<file path="config.mk">
export PLATFORM = sky130hd
export DESIGN_NAME = tensor_product_top
export DESIGN_NICKNAME = d
export VERILOG_FILES = /design/src/tensor_product_pkg.sv /design/src/scalar_op_if.sv /design/src/scalar_int_adder.sv /design/src/scalar_int_multiplier.sv /design/src/tensor_matrix_product.sv /design/src/tensor_product_top.sv
export VERILOG_INCLUDE_DIRS = /design/src
export SDC_FILE = /design/constraint.sdc
export NUM_CORES = 2
export LEC_CHECK = 0
export CAP_MARGIN = 0
export CORE_MARGIN = 5
export CORE_UTILIZATION = 35
export CTS_CLUSTER_SIZE = 25
export DETAILED_ROUTE_END_ITERATION = 7
export DONT_BUFFER_PORTS = 1
export GPL_ROUTABILITY_DRIVEN = 1
export PLACE_DENSITY = 0.53
export SETUP_SLACK_MARGIN = 0.1
export SLEW_MARGIN = 20
export SYNTH_ARGS = -nofsm -noshare
export SYNTH_HDL_FRONTEND = slang
export SYNTH_SLANG_ARGS = --single-unit
</file>
<file path="constraint.sdc">
create_clock -name CLK -period 9.7 [get_ports CLK]
set_input_delay 0.485 -clock CLK [delete_from_list [all_inputs] [get_ports CLK]]
set_output_delay 0.485 -clock CLK [all_outputs]
set_load 0.005 [all_outputs]
</file>
<file path="src/tensor_product_config.svh">
/* Sizes for the tensor-matrix product
   Each of I, J, K and L must lie in 1..TMP_MAX_DIM
   TMP_DIM_WIDTH must hold TMP_MAX_DIM itself, not only its highest index */
`ifndef TENSOR_PRODUCT_CONFIG_SVH
`define TENSOR_PRODUCT_CONFIG_SVH

// Element width of A, B and C, two's complement
`define TMP_DATA_WIDTH 16

// Largest size on any axis
`define TMP_MAX_DIM 4

// Size and index width
`define TMP_DIM_WIDTH 3

`endif

</file>
<file path="src/tensor_product_pkg.sv">
/* Shared types for the tensor-matrix product
   Widths come from the config header */
`include "tensor_product_config.svh"

package tensor_product_pkg;

  // One signed element of A, B or C
  typedef logic signed [`TMP_DATA_WIDTH-1:0] data_t;

  // One size or loop index
  typedef logic [`TMP_DIM_WIDTH-1:0] dim_t;

  // Controller FSM
  typedef enum logic [2:0] {
    idle,
    load_a,
    load_b,
    multiply,
    accumulate,
    emit,
    advance
  } tmp_state_t;

endpackage

</file>
<file path="src/scalar_op_if.sv">
/* Start/ready link between the controller and one scalar unit
   Start is a one-cycle pulse with operands valid in that cycle
   Ready is a one-cycle pulse with result valid in that cycle */
`timescale 1ns/100ps

interface scalar_op_if;

  // Request from the controller
  logic                      start;
  tensor_product_pkg::data_t operand_a;
  tensor_product_pkg::data_t operand_b;

  // Response from the unit
  logic                      ready;
  tensor_product_pkg::data_t result;

  modport controller (
    output start, operand_a, operand_b,
    input  ready, result
  );

  modport unit (
    input  start, operand_a, operand_b,
    output ready, result
  );

endinterface

</file>
<file path="src/scalar_int_adder.sv">
/* Registered integer adder, wrap-around on the element width
   Ready follows start by one cycle
   Result holds until the next start */
`timescale 1ns/100ps

module scalar_int_adder (
  input logic CLK,
  input logic RST,

  scalar_op_if.unit bus
);

  //////////////////////////////////////////////////////////////////////
  // Handshake
  //////////////////////////////////////////////////////////////////////

  // One ready pulse per start
  always_ff @(posedge CLK or posedge RST) begin
    if (RST) begin
      bus.ready <= 1'b0;
    end else begin
      bus.ready <= bus.start;
    end
  end

  //////////////////////////////////////////////////////////////////////
  // Datapath
  //////////////////////////////////////////////////////////////////////

  // Sum kept on the element width, carry out dropped
  always_ff @(posedge CLK) begin
    if (bus.start) begin
      bus.result <= bus.operand_a + bus.operand_b;
    end
  end

  // Controller never issues back-to-back requests
  assert property (@(posedge CLK) disable iff (RST)
    bus.ready |=> !bus.ready);

endmodule

</file>
<file path="src/scalar_int_multiplier.sv">
/* Registered signed integer multiplier
   Keeps only the low element-width bits of the product
   Ready follows start by one cycle, result holds until the next start */
`timescale 1ns/100ps

module scalar_int_multiplier (
  input logic CLK,
  input logic RST,

  scalar_op_if.unit bus
);

  //////////////////////////////////////////////////////////////////////
  // Handshake
  //////////////////////////////////////////////////////////////////////

  always_ff @(posedge CLK or posedge RST) begin
    if (RST) begin
      bus.ready <= 1'b0;
    end else begin
      bus.ready <= bus.start;
    end
  end

  //////////////////////////////////////////////////////////////////////
  // Datapath
  //////////////////////////////////////////////////////////////////////

  // Product sized by the element-width target
  // Low bits are the same for signed or unsigned operands
  always_ff @(posedge CLK) begin
    if (bus.start) begin
      bus.result <= bus.operand_a * bus.operand_b;
    end
  end

  // Controller relies on a fixed one-cycle latency
  assert property (@(posedge CLK) disable iff (RST)
    bus.start |=> bus.ready);

endmodule

</file>
<file path="src/tensor_matrix_product.sv">
/* Controller for C[i][j][l] = sum over k of A[i][j][k] * B[k][l]
   Sizes latched on start, each must be 1..TMP_MAX_DIM
   A streams k fastest then j then i, B streams l fastest then k
   C leaves l fastest then j then i, with no back-pressure */
`timescale 1ns/100ps
`include "tensor_product_config.svh"

module tensor_matrix_product (
  input  logic                      CLK,
  input  logic                      RST,
  input  logic                      start,
  output logic                      ready,
  input  tensor_product_pkg::dim_t  size_i,
  input  tensor_product_pkg::dim_t  size_j,
  input  tensor_product_pkg::dim_t  size_k,
  input  tensor_product_pkg::dim_t  size_l,
  input  tensor_product_pkg::data_t data_a_in,
  input  logic                      data_a_enable,
  input  tensor_product_pkg::data_t data_b_in,
  input  logic                      data_b_enable,
  output tensor_product_pkg::data_t data_out,
  output logic                      data_out_enable,
  output logic                      data_out_last,

  scalar_op_if.controller mul,
  scalar_op_if.controller add
);

  localparam int max_dim = `TMP_MAX_DIM;
  localparam int a_addr_w = $clog2(max_dim * max_dim * max_dim);
  localparam int b_addr_w = $clog2(max_dim * max_dim);
  localparam tensor_product_pkg::dim_t dim_one = 1;

  //////////////////////////////////////////////////////////////////////
  // State and storage
  //////////////////////////////////////////////////////////////////////

  tensor_product_pkg::tmp_state_t state;

  // Latched sizes
  tensor_product_pkg::dim_t dim_i;
  tensor_product_pkg::dim_t dim_j;
  tensor_product_pkg::dim_t dim_k;
  tensor_product_pkg::dim_t dim_l;

  // Loop counters, shared by loading and compute
  tensor_product_pkg::dim_t cnt_i;
  tensor_product_pkg::dim_t cnt_j;
  tensor_product_pkg::dim_t cnt_k;
  tensor_product_pkg::dim_t cnt_l;

  tensor_product_pkg::data_t a_mem [max_dim * max_dim * max_dim];
  tensor_product_pkg::data_t b_mem [max_dim * max_dim];
  tensor_product_pkg::data_t acc;

  logic [a_addr_w-1:0] a_addr;
  logic [b_addr_w-1:0] b_addr;
  logic                mul_wait;
  logic                add_wait;
  logic                i_last;
  logic                j_last;
  logic                k_last;
  logic                l_last;

  // Fixed-stride layout, A as [i][j][k] and B as [k][l]
  assign a_addr = a_addr_w'((int'(cnt_i) * max_dim + int'(cnt_j)) * max_dim + int'(cnt_k));
  assign b_addr = b_addr_w'(int'(cnt_k) * max_dim + int'(cnt_l));

  assign i_last = (cnt_i == dim_i - dim_one);
  assign j_last = (cnt_j == dim_j - dim_one);
  assign k_last = (cnt_k == dim_k - dim_one);
  assign l_last = (cnt_l == dim_l - dim_one);

  // Multiply step, start on the first cycle of multiply only
  assign mul.start     = (state == tensor_product_pkg::multiply) && !mul_wait;
  assign mul.operand_a = a_mem[a_addr];
  assign mul.operand_b = b_mem[b_addr];

  // Add step, product plus running sum
  assign add.start     = (state == tensor_product_pkg::accumulate) && !add_wait;
  assign add.operand_a = mul.result;
  assign add.operand_b = acc;

  // Stream writes
  always_ff @(posedge CLK) begin
    if (state == tensor_product_pkg::load_a && data_a_enable) begin
      a_mem[a_addr] <= data_a_in;
    end
    if (state == tensor_product_pkg::load_b && data_b_enable) begin
      b_mem[b_addr] <= data_b_in;
    end
  end

  //////////////////////////////////////////////////////////////////////
  // FSM
  //////////////////////////////////////////////////////////////////////

  always_ff @(posedge CLK or posedge RST) begin
    if (RST) begin
      state           <= tensor_product_pkg::idle;
      ready           <= 1'b0;
      data_out        <= '0;
      data_out_enable <= 1'b0;
      data_out_last   <= 1'b0;
      mul_wait        <= 1'b0;
      add_wait        <= 1'b0;
      acc             <= '0;
      dim_i           <= '0;
      dim_j           <= '0;
      dim_k           <= '0;
      dim_l           <= '0;
      cnt_i           <= '0;
      cnt_j           <= '0;
      cnt_k           <= '0;
      cnt_l           <= '0;
    end else begin
      // Pulses default low
      ready           <= 1'b0;
      data_out_enable <= 1'b0;
      data_out_last   <= 1'b0;
      case (state)
        tensor_product_pkg::idle: begin
          if (start) begin
            dim_i <= size_i;
            dim_j <= size_j;
            dim_k <= size_k;
            dim_l <= size_l;
            cnt_i <= '0;
            cnt_j <= '0;
            cnt_k <= '0;
            cnt_l <= '0;
            acc   <= '0;
            state <= tensor_product_pkg::load_a;
          end
        end
        // A walks k, then j, then i
        tensor_product_pkg::load_a: begin
          if (data_a_enable) begin
            if (!k_last) begin
              cnt_k <= cnt_k + dim_one;
            end else begin
              cnt_k <= '0;
              if (!j_last) begin
                cnt_j <= cnt_j + dim_one;
              end else begin
                cnt_j <= '0;
                if (!i_last) begin
                  cnt_i <= cnt_i + dim_one;
                end else begin
                  cnt_i <= '0;
                  state <= tensor_product_pkg::load_b;
                end
              end
            end
          end
        end
        // B walks l, then k
        tensor_product_pkg::load_b: begin
          if (data_b_enable) begin
            if (!l_last) begin
              cnt_l <= cnt_l + dim_one;
            end else begin
              cnt_l <= '0;
              if (!k_last) begin
                cnt_k <= cnt_k + dim_one;
              end else begin
                cnt_k <= '0;
                state <= tensor_product_pkg::multiply;
              end
            end
          end
        end
        tensor_product_pkg::multiply: begin
          if (mul.ready) begin
            mul_wait <= 1'b0;
            state    <= tensor_product_pkg::accumulate;
          end else begin
            mul_wait <= 1'b1;
          end
        end
        // Last k step hands the sum straight to the output register
        tensor_product_pkg::accumulate: begin
          if (add.ready) begin
            add_wait <= 1'b0;
            acc      <= add.result;
            if (k_last) begin
              data_out        <= add.result;
              data_out_enable <= 1'b1;
              data_out_last   <= i_last && j_last && l_last;
              state           <= tensor_product_pkg::emit;
            end else begin
              cnt_k <= cnt_k + dim_one;
              state <= tensor_product_pkg::multiply;
            end
          end else begin
            add_wait <= 1'b1;
          end
        end
        // Output beat on the bus this cycle
        tensor_product_pkg::emit: begin
          acc   <= '0;
          cnt_k <= '0;
          if (data_out_last) begin
            ready <= 1'b1;
            state <= tensor_product_pkg::idle;
          end else begin
            state <= tensor_product_pkg::advance;
          end
        end
        // Next C element, l fastest then j then i
        tensor_product_pkg::advance: begin
          if (!l_last) begin
            cnt_l <= cnt_l + dim_one;
          end else begin
            cnt_l <= '0;
            if (!j_last) begin
              cnt_j <= cnt_j + dim_one;
            end else begin
              cnt_j <= '0;
              cnt_i <= cnt_i + dim_one;
            end
          end
          state <= tensor_product_pkg::multiply;
        end
        default: begin
          state <= tensor_product_pkg::idle;
        end
      endcase
    end
  end

  //////////////////////////////////////////////////////////////////////
  // Checks
  //////////////////////////////////////////////////////////////////////

  // Result lands one cycle after start, no new request before that
  assert property (@(posedge CLK) disable iff (RST) mul.start |=> !mul.start);
  assert property (@(posedge CLK) disable iff (RST) add.start |=> !add.start);

  assert property (@(posedge CLK) disable iff (RST)
    data_out_enable |-> state == tensor_product_pkg::emit);

endmodule

</file>
<file path="src/tensor_product_top.sv">
/* Tensor-matrix product subsystem with plain ports
   Same handshake and stream rules as the controller
   One multiplier and one adder, used in turn for each k step */
`timescale 1ns/100ps

module tensor_product_top (
  input  logic                      CLK,
  input  logic                      RST,
  input  logic                      start,
  output logic                      ready,
  input  tensor_product_pkg::dim_t  size_i,
  input  tensor_product_pkg::dim_t  size_j,
  input  tensor_product_pkg::dim_t  size_k,
  input  tensor_product_pkg::dim_t  size_l,
  input  tensor_product_pkg::data_t data_a_in,
  input  logic                      data_a_enable,
  input  tensor_product_pkg::data_t data_b_in,
  input  logic                      data_b_enable,
  output tensor_product_pkg::data_t data_out,
  output logic                      data_out_enable,
  output logic                      data_out_last
);

  // Links to the two scalar units
  scalar_op_if mul_bus ();
  scalar_op_if add_bus ();

  tensor_matrix_product controller_i (
    .CLK            (CLK),
    .RST            (RST),
    .start          (start),
    .ready          (ready),
    .size_i         (size_i),
    .size_j         (size_j),
    .size_k         (size_k),
    .size_l         (size_l),
    .data_a_in      (data_a_in),
    .data_a_enable  (data_a_enable),
    .data_b_in      (data_b_in),
    .data_b_enable  (data_b_enable),
    .data_out       (data_out),
    .data_out_enable(data_out_enable),
    .data_out_last  (data_out_last),
    .mul            (mul_bus.controller),
    .add            (add_bus.controller)
  );

  scalar_int_multiplier multiplier_i (
    .CLK(CLK),
    .RST(RST),
    .bus(mul_bus.unit)
  );

  scalar_int_adder adder_i (
    .CLK(CLK),
    .RST(RST),
    .bus(add_bus.unit)
  );

endmodule
</file>
; ---- Yosys cells after proc, flatten, opt, wreduce, memory -nomap -nowiden
; Memories as Yosys holds them, arrays and structs flattened.
; Index checks and enable logic that the tools add are counted.
[op_classes]
n_addsub = 12
n_mul = 1
eq_ne = 23
mux = 53
n_reduce_logical = 21
[op_table]
columns = op, n
row1 = $mux W3, 31
row2 = $pmux W16 S3, 1
row3 = $mux W16, 2
row4 = $pmux W3 S3, 3
row5 = $pmux W3 S7, 1
row6 = $ne A2 B1 Y1 const B, 9
row7 = $add A16 B16 Y16, 1
row8 = $mul A16 B16 Y16, 1
row9 = $pmux W3 S5, 1
row10 = $mux W1, 14
row11 = $reduce_and A7 Y1, 2
row12 = $add A3 B1 Y3 const B, 4
row13 = $eq A3 B3 Y1, 4
row14 = $sub A3 B1 Y3 const B, 4
row15 = $reduce_and A10 Y1, 1
row16 = $eq A3 B3 Y1 const B, 3
row17 = $reduce_and A3 Y1, 3
row18 = $reduce_bool A3 Y1, 3
row19 = $add A4 B3 Y4, 2
row20 = $ne A2 B2 Y1 const B, 4
row21 = $add A6 B4 Y6, 1
row22 = $eq A3 B2 Y1 const B, 2
row23 = $logic_and A1 B1 Y1, 6
row24 = $reduce_and A5 Y1, 1
row25 = other kinds (5), 6
[word_totals]
reg_bits = 98
ram_bits = 1280
in_bits = 49
out_inout_bits = 19
word_cells = 132
n_memories = 2
[mem_list]
columns = memory, words, word_bits, read_ports, rd_ports_with_merged_regs, wr, line
row1 = controller_i.a_mem, 64, 16, 1, 0, 1, tensor_matrix_product.sv:52  ; tensor_product_pkg::data_t a_mem [max_dim * max_dim * max_dim];
row2 = controller_i.b_mem, 16, 16, 1, 0, 1, tensor_matrix_product.sv:53  ; tensor_product_pkg::data_t b_mem [max_dim * max_dim];

; ---- Logic depth before layout (Yosys ltp)
[depth]
depth_word = 7
mapped_depth = 40

; ---- Modules after synthesis
; Synthesis repeated with hierarchy kept, for this count alone.
[hier_totals]
cells_unflattened = 3570
hier_area_um2 = 58587.4
[modules_own_cells]
columns = module, instances, cells_each, area_each_um2
row1 = tensor_matrix_product, 1, 2921, 52506.6
row2 = scalar_int_multiplier, 1, 524, 4718.3
row3 = scalar_int_adder, 1, 125, 1362.6

; ---- Worst setup path after synthesis
; Ideal clock, no wire load.
[synth_timing]
kind = register to register
from = register controller_i.cnt_j[0]
to = register multiplier_i.bus.result[15], data pin
setup_time_ns = 0.259
arrival_time_ns = 7.394
required_time_ns = 9.441
setup_slack_ns = 2.046
path_stages_with_launch = 38
path_buffers = 10
cell_sequence = dfrtp_1 ha_1 buf_6 buf_6 buf_6 buf_6 buf_6 buf_6 buf_2 buf_2 buf_2 mux4_2 nand2_1 nand2_1 a221oi_1 nand4_1 clkbuf_1 nor2b_1 (+2 left out) fa_1 inv_1 ha_1 inv_1 fa_1 inv_1 fa_1 inv_1 fa_1 inv_1 ha_1 nor2b_1 o21a_1 o21ai_0 nand2b_1 a21oi_1 o21ai_0 xnor2_1
[synth_via]
elab_chain_len = 4
[synth_lines]
columns = element, line
row1 = from (decl), tensor_matrix_product.sv:48  ; tensor_product_pkg::dim_t cnt_j;
row2 = from (signal assigned), tensor_matrix_product.sv:144  ; cnt_j <= cnt_j + dim_one;
row3 = from (signal assigned), tensor_matrix_product.sv:217  ; cnt_j <= cnt_j + dim_one;
row4 = $add A4 B3 Y4, tensor_matrix_product.sv:66  ; assign a_addr = a_addr_w'((int'(cnt_i) * max_dim + int'(cnt_j)) * max_dim + int'(cnt_k));
row5 = $add A6 B4 Y6, tensor_matrix_product.sv:66
row6 = $mem_v2 Z64 W16, --
row7 = $mul A16 B16 Y16, scalar_int_multiplier.sv:33  ; bus.result <= bus.operand_a * bus.operand_b;
row8 = to (signal assigned), scalar_int_multiplier.sv:33
row9 = to (decl), scalar_op_if.sv:24  ; output ready, result
; Every way passes these cells.
; A chain may end at the register's enable or synchronous reset.

; ---- Worst setup path after layout
[layout_timing]
from = register controller_i.cnt_i[0]
to = register multiplier_i.bus.result[15], data pin
[layout_via]
elab_chain_len = 4
[layout_lines]
columns = element, line
row1 = from (decl), tensor_matrix_product.sv:47  ; tensor_product_pkg::dim_t cnt_i;
row2 = from (signal assigned), tensor_matrix_product.sv:148  ; cnt_i <= cnt_i + dim_one;
row3 = from (signal assigned), tensor_matrix_product.sv:220  ; cnt_i <= cnt_i + dim_one;
row4 = $add A4 B3 Y4, tensor_matrix_product.sv:66
row5 = $add A6 B4 Y6, tensor_matrix_product.sv:66
row6 = $mem_v2 Z64 W16, --
row7 = $mul A16 B16 Y16, scalar_int_multiplier.sv:33
; Every way passes these cells.

==> results.yml <==
run_status:
  status: "finished clean"
job:
  drv_cap: 0
clock_tree:
  postCtsHoldBufs: 45
  clk_path_buf_depth: 3
  cts_sinks: 1378
  h-tree-depth: 4
  clock_tree_from_tritoncts: "built"
  post_cts_buffers: 0
  clk_pin_slew_ns: 0.06
  worst_skew_pair.late_latency_ns: 0.78
  cts_resized: 0
  total_cts_buffers: 143
  cts_root_buf: "sky130_fd_sc_hd__clkbuf_16"
power:
  cellInternalPower_mw: 9.78
  p_seq_frac: 0.535
  worst_ir_drop_vdd_v: 0.000165
  power_density_nw_per_um2: 181
  clock_power_frac: 0.454
  post-layout-total-power_mw: 12.2
  cellLeakagePower_nw: 22.6
  power_frac_comb: 0.011
  p_switching_mw: 2.39
  p_sw_frac: 0.196
cells_and_area:
  filler_cell_count: 14883
  fin_util: 0.403
  nets: 3852
  final_cells: 5949
  areaGrowthSynthToFinish_pct: 14.7
  final_standard_cell_area_without_fillers_um2: 67300
  drive_above_1_share: 0.187
synth:
  unique_masters_post_synth: 95
  synth.cell_area_um2: 58700
  post-synth-top-area-cell: "sky130_fd_sc_hd__edfxtp_1"
  yosysMostFrequentCell: "sky130_fd_sc_hd__edfxtp_1"
  number_of_nets_produced_by_synthesis: 3680
  synth.yosys.seq_area_share: 0.700
  ys.warnings.count: 0
  dominantRegCellSynth: "sky130_fd_sc_hd__edfxtp_1"
  average_size_of_a_mapped_cell_um2: 17.0
  synth_enable_flop_cells: 1312
  netlist_top_cells_area: "sky130_fd_sc_hd__edfxtp_1 67%, sky130_fd_sc_hd__mux4_2 6.3%, sky130_fd_sc_hd__dfrtp_1 2.8%"
  synth_top_area_share: 0.672
  ys_async_sr_fraction: 0.0479
  post_synth_inst_count: 3460
  postSynthRegisterBits: 1378
  synthTopCellsByCount: "1312 x sky130_fd_sc_hd__edfxtp_1, 256 x sky130_fd_sc_hd__nand2_1, 172 x sky130_fd_sc_hd__inv_1, 171 x sky130_fd_sc_hd__nor2_1, 163 x sky130_fd_sc_hd__mux4_2"
sta:
  max_slew.worst_pin.slew_ns: 1.15
  final-hold-violation-count: 0
  max-slew-margin-rel: 0.229
  min_period_ns: 9.09
  timing_max_transition_violations_final: 0
  fin_crit_sh: 0.937
  finClkSkew_ns: 0.0320
  unrepaired_setup_endpoints_after_global_routing: "no"
  setup_viol: 0
  clock.fmax_mhz: 110
  setup_total_neg_slack_ns: 0
worst_setup_path:
  end_of_the_worst_register_to_register_path: "multiplier_i.bus.result[15]$_DFFE_PP_"
  cp-end-kind: "register"
  timing.setup.critical_path_class: "register to register"
  reg2reg_setup_slack_ns: 0.61
  critical_path_arrival_ns: 9.60
  timing.critical_path.required_ns: 10.21
  r2r_cells: 24
  worstPathMaxFanout: 11
  rr_startpoint: "controller_i.cnt_i[0]$_DFFE_PP0P_"
  setup_crit_start_kind: "register"
drt:
  detailroute.via_count: 32646
  routed_wire_length_per_instance_um: 28.2
  postRouteWirelength_mm: 168
  detail_route.iter0.violations: 3631
  first_drt_pass_iteration_count: 6
  drc: 0
  avgViaCountPerCell: 5.49
  route.antenna.remaining_nets: 0
floorplanning:
  fp-row-count: 150
  die_area_um2: 176000
  top_level_ports: 68
  dieWidth_um: 419
  die_height_um: 419
  start_util: 0.352
  core_um2: 167000
grt:
  grt_overflow_total: 0
  grt_first_pass_wirelength_mm: 242
  first_global_vias: 32389
  globalRouteTotalUtil: 0.190
  initial_antenna_violation_count: 5
  grt_max_degree: 68
placement:
  placed_cells_incl_taps: 5646
  count_of_buffers_from_port_buffering: 0
  gp_congestion: 0.914
  hpwlAfterDp_mm: 104
  place_area_um2: 61900
worst_hold_path:
  whs_endpoint: "controller_i.a_mem[21][11]$_DFFE_PP_"
  timing.hold.worst.start: "data_a_in[11]"
  whs_path_depth: 1
  hold_wc_path_type: "primary input to register"
worst max-delay path: stages (launching register included):
cell and delay [ns]:
sky130_fd_sc_hd__dfrtp_1 0.44, sky130_fd_sc_hd__ha_1 0.41, sky130_fd_sc_hd__nand3_1 0.25, sky130_fd_sc_hd__xnor2_2 0.94, sky130_fd_sc_hd__buf_4 0.37, sky130_fd_sc_hd__nand2_1 0.55
sky130_fd_sc_hd__o32ai_1 0.72, sky130_fd_sc_hd__nor2_1 0.29, sky130_fd_sc_hd__nand4_1 0.24, sky130_fd_sc_hd__nand2_1 0.11, sky130_fd_sc_hd__fa_1 0.54, sky130_fd_sc_hd__fa_1 0.60
sky130_fd_sc_hd__fa_1 0.46, sky130_fd_sc_hd__fa_1 0.57, sky130_fd_sc_hd__fa_1 0.43, sky130_fd_sc_hd__fa_1 0.40, sky130_fd_sc_hd__xnor2_1 0.15, sky130_fd_sc_hd__xnor2_1 0.18
sky130_fd_sc_hd__xnor2_1 0.16, sky130_fd_sc_hd__xnor2_1 0.16, sky130_fd_sc_hd__xnor2_1 0.15, sky130_fd_sc_hd__xnor2_1 0.16, sky130_fd_sc_hd__xnor2_1 0.15, sky130_fd_sc_hd__xnor3_1 0.26
sky130_fd_sc_hd__xnor2_1 0.14
sequential cells by signal, indices dropped and copies added (netlist names), 16 cells and up:
signal and flops:
multiplier_i.bus.result 16, controller_i.a_mem 1024, adder_i.bus.result 16, controller_i.data_out 16, controller_i.add.operand_b 16, controller_i.b_mem 256
metrics by stage:
step                setup WS (ns)  hold slack (ns)
floorplan                    2.05            0.437
finish                      0.612           0.0857
global placement            0.868            0.457
detailed placement          0.800            0.465
global route                0.387           0.0728
CTS                         0.766           0.0577
layer usage:
| metal | routed length (um) | vias to the layer above | GRT usage | part of all wire |
|---|---|---|---|---|
| met5 | 27 | - | 0 | 0.00016 |
| met4 | 6490 | 4 | 0.0677 | 0.039 |
| met3 | 11400 | 315 | 0.0347 | 0.068 |
| met2 | 77200 | 1293 | 0.293 | 0.46 |
| met1 | 72700 | 17196 | 0.270 | 0.43 |
| li1 | - | 13838 | - | - |
how the worst max path moves through the flow:
stage,endpoint,depth (start not counted),slack [ns],startpoint
after floorplan,multiplier_i.bus.result[15]$_DFFE_PP_,37,2.05,controller_i.cnt_j[0]$_DFFE_PP0P_
after global placement,multiplier_i.bus.result[15]$_DFFE_PP_,26,0.87,controller_i.cnt_i[0]$_DFFE_PP0P_
after detailed placement,multiplier_i.bus.result[15]$_DFFE_PP_,26,0.80,controller_i.cnt_i[0]$_DFFE_PP0P_
after CTS,multiplier_i.bus.result[15]$_DFFE_PP_,26,0.77,controller_i.cnt_i[0]$_DFFE_PP0P_
after global routing,multiplier_i.bus.result[15]$_DFFE_PP_,26,0.39,controller_i.cnt_i[0]$_DFFE_PP0P_
final,multiplier_i.bus.result[15]$_DFFE_PP_,24,0.61,controller_i.cnt_i[0]$_DFFE_PP0P_
final cells by class:
class	count	area [um2]	share of cell area
clock buffer	172	3810	0.0567
multi-input combinational	1731	16100	0.239
inverter	175	658	0.00978
sequential	1378	41100	0.610
timing repair buffer	203	2070	0.0307
clock inverter	81	836	0.0124
antenna	5	12.5	0.000186
tap	2204	2760	0.0410
logic make-up after synthesis:
group / Yosys count / synth area share
flops: 1378 / 0.700
simple gates: 614 / 0.0479
compound gates: 530 / 0.0650
buf+inv: 351 / 0.0308
mux: 344 / 0.0976
fa+ha+maj: 171 / 0.0467
xor+xnor: 72 / 0.0122
cells in the final DEF (no fill, tap or decap), drive strengths merged, types with 9 or more instances in the layout:
master,Yosys,routed
nand2,257,257
ha,91,91
and2,15,15
o2bb2ai,9,9
a21oi,63,63
xnor2,54,54
buf,109,174
fa,80,80
a221oi,121,121
nand2b,27,27
a22oi,62,62
o221ai,9,9
o22ai,45,45
mux2i,87,87
a221o,12,12
mux4,170,170
inv,173,176
mux2,87,87
o21ai,110,110
nand3,35,35
a32oi,10,10
dfrtp,66,66
edfxtp,1312,1312
clkbuf,67,172
clkinv,2,63
nor3,25,25
dlygate4sd3,0,29
nor2b,47,47
bufinv,0,17
xor2,15,15
nor2,173,173
a31oi,18,18
power by group through the flow:
stage / combinational [mW] / clock, mW / sequential, mW
2_1_floorplan: 0.00439 / 0 / 6.63
3_3_place_gp: 0.00709 / 0 / 6.63
3_5_place_dp: 0.00711 / 0 / 6.63
4_1_cts: 0.133 / 5.63 / 6.51
5_1_grt: 0.140 / 5.89 / 6.50
6_report: 0.133 / 5.53 / 6.51
(Power assumes the default switching activity.)
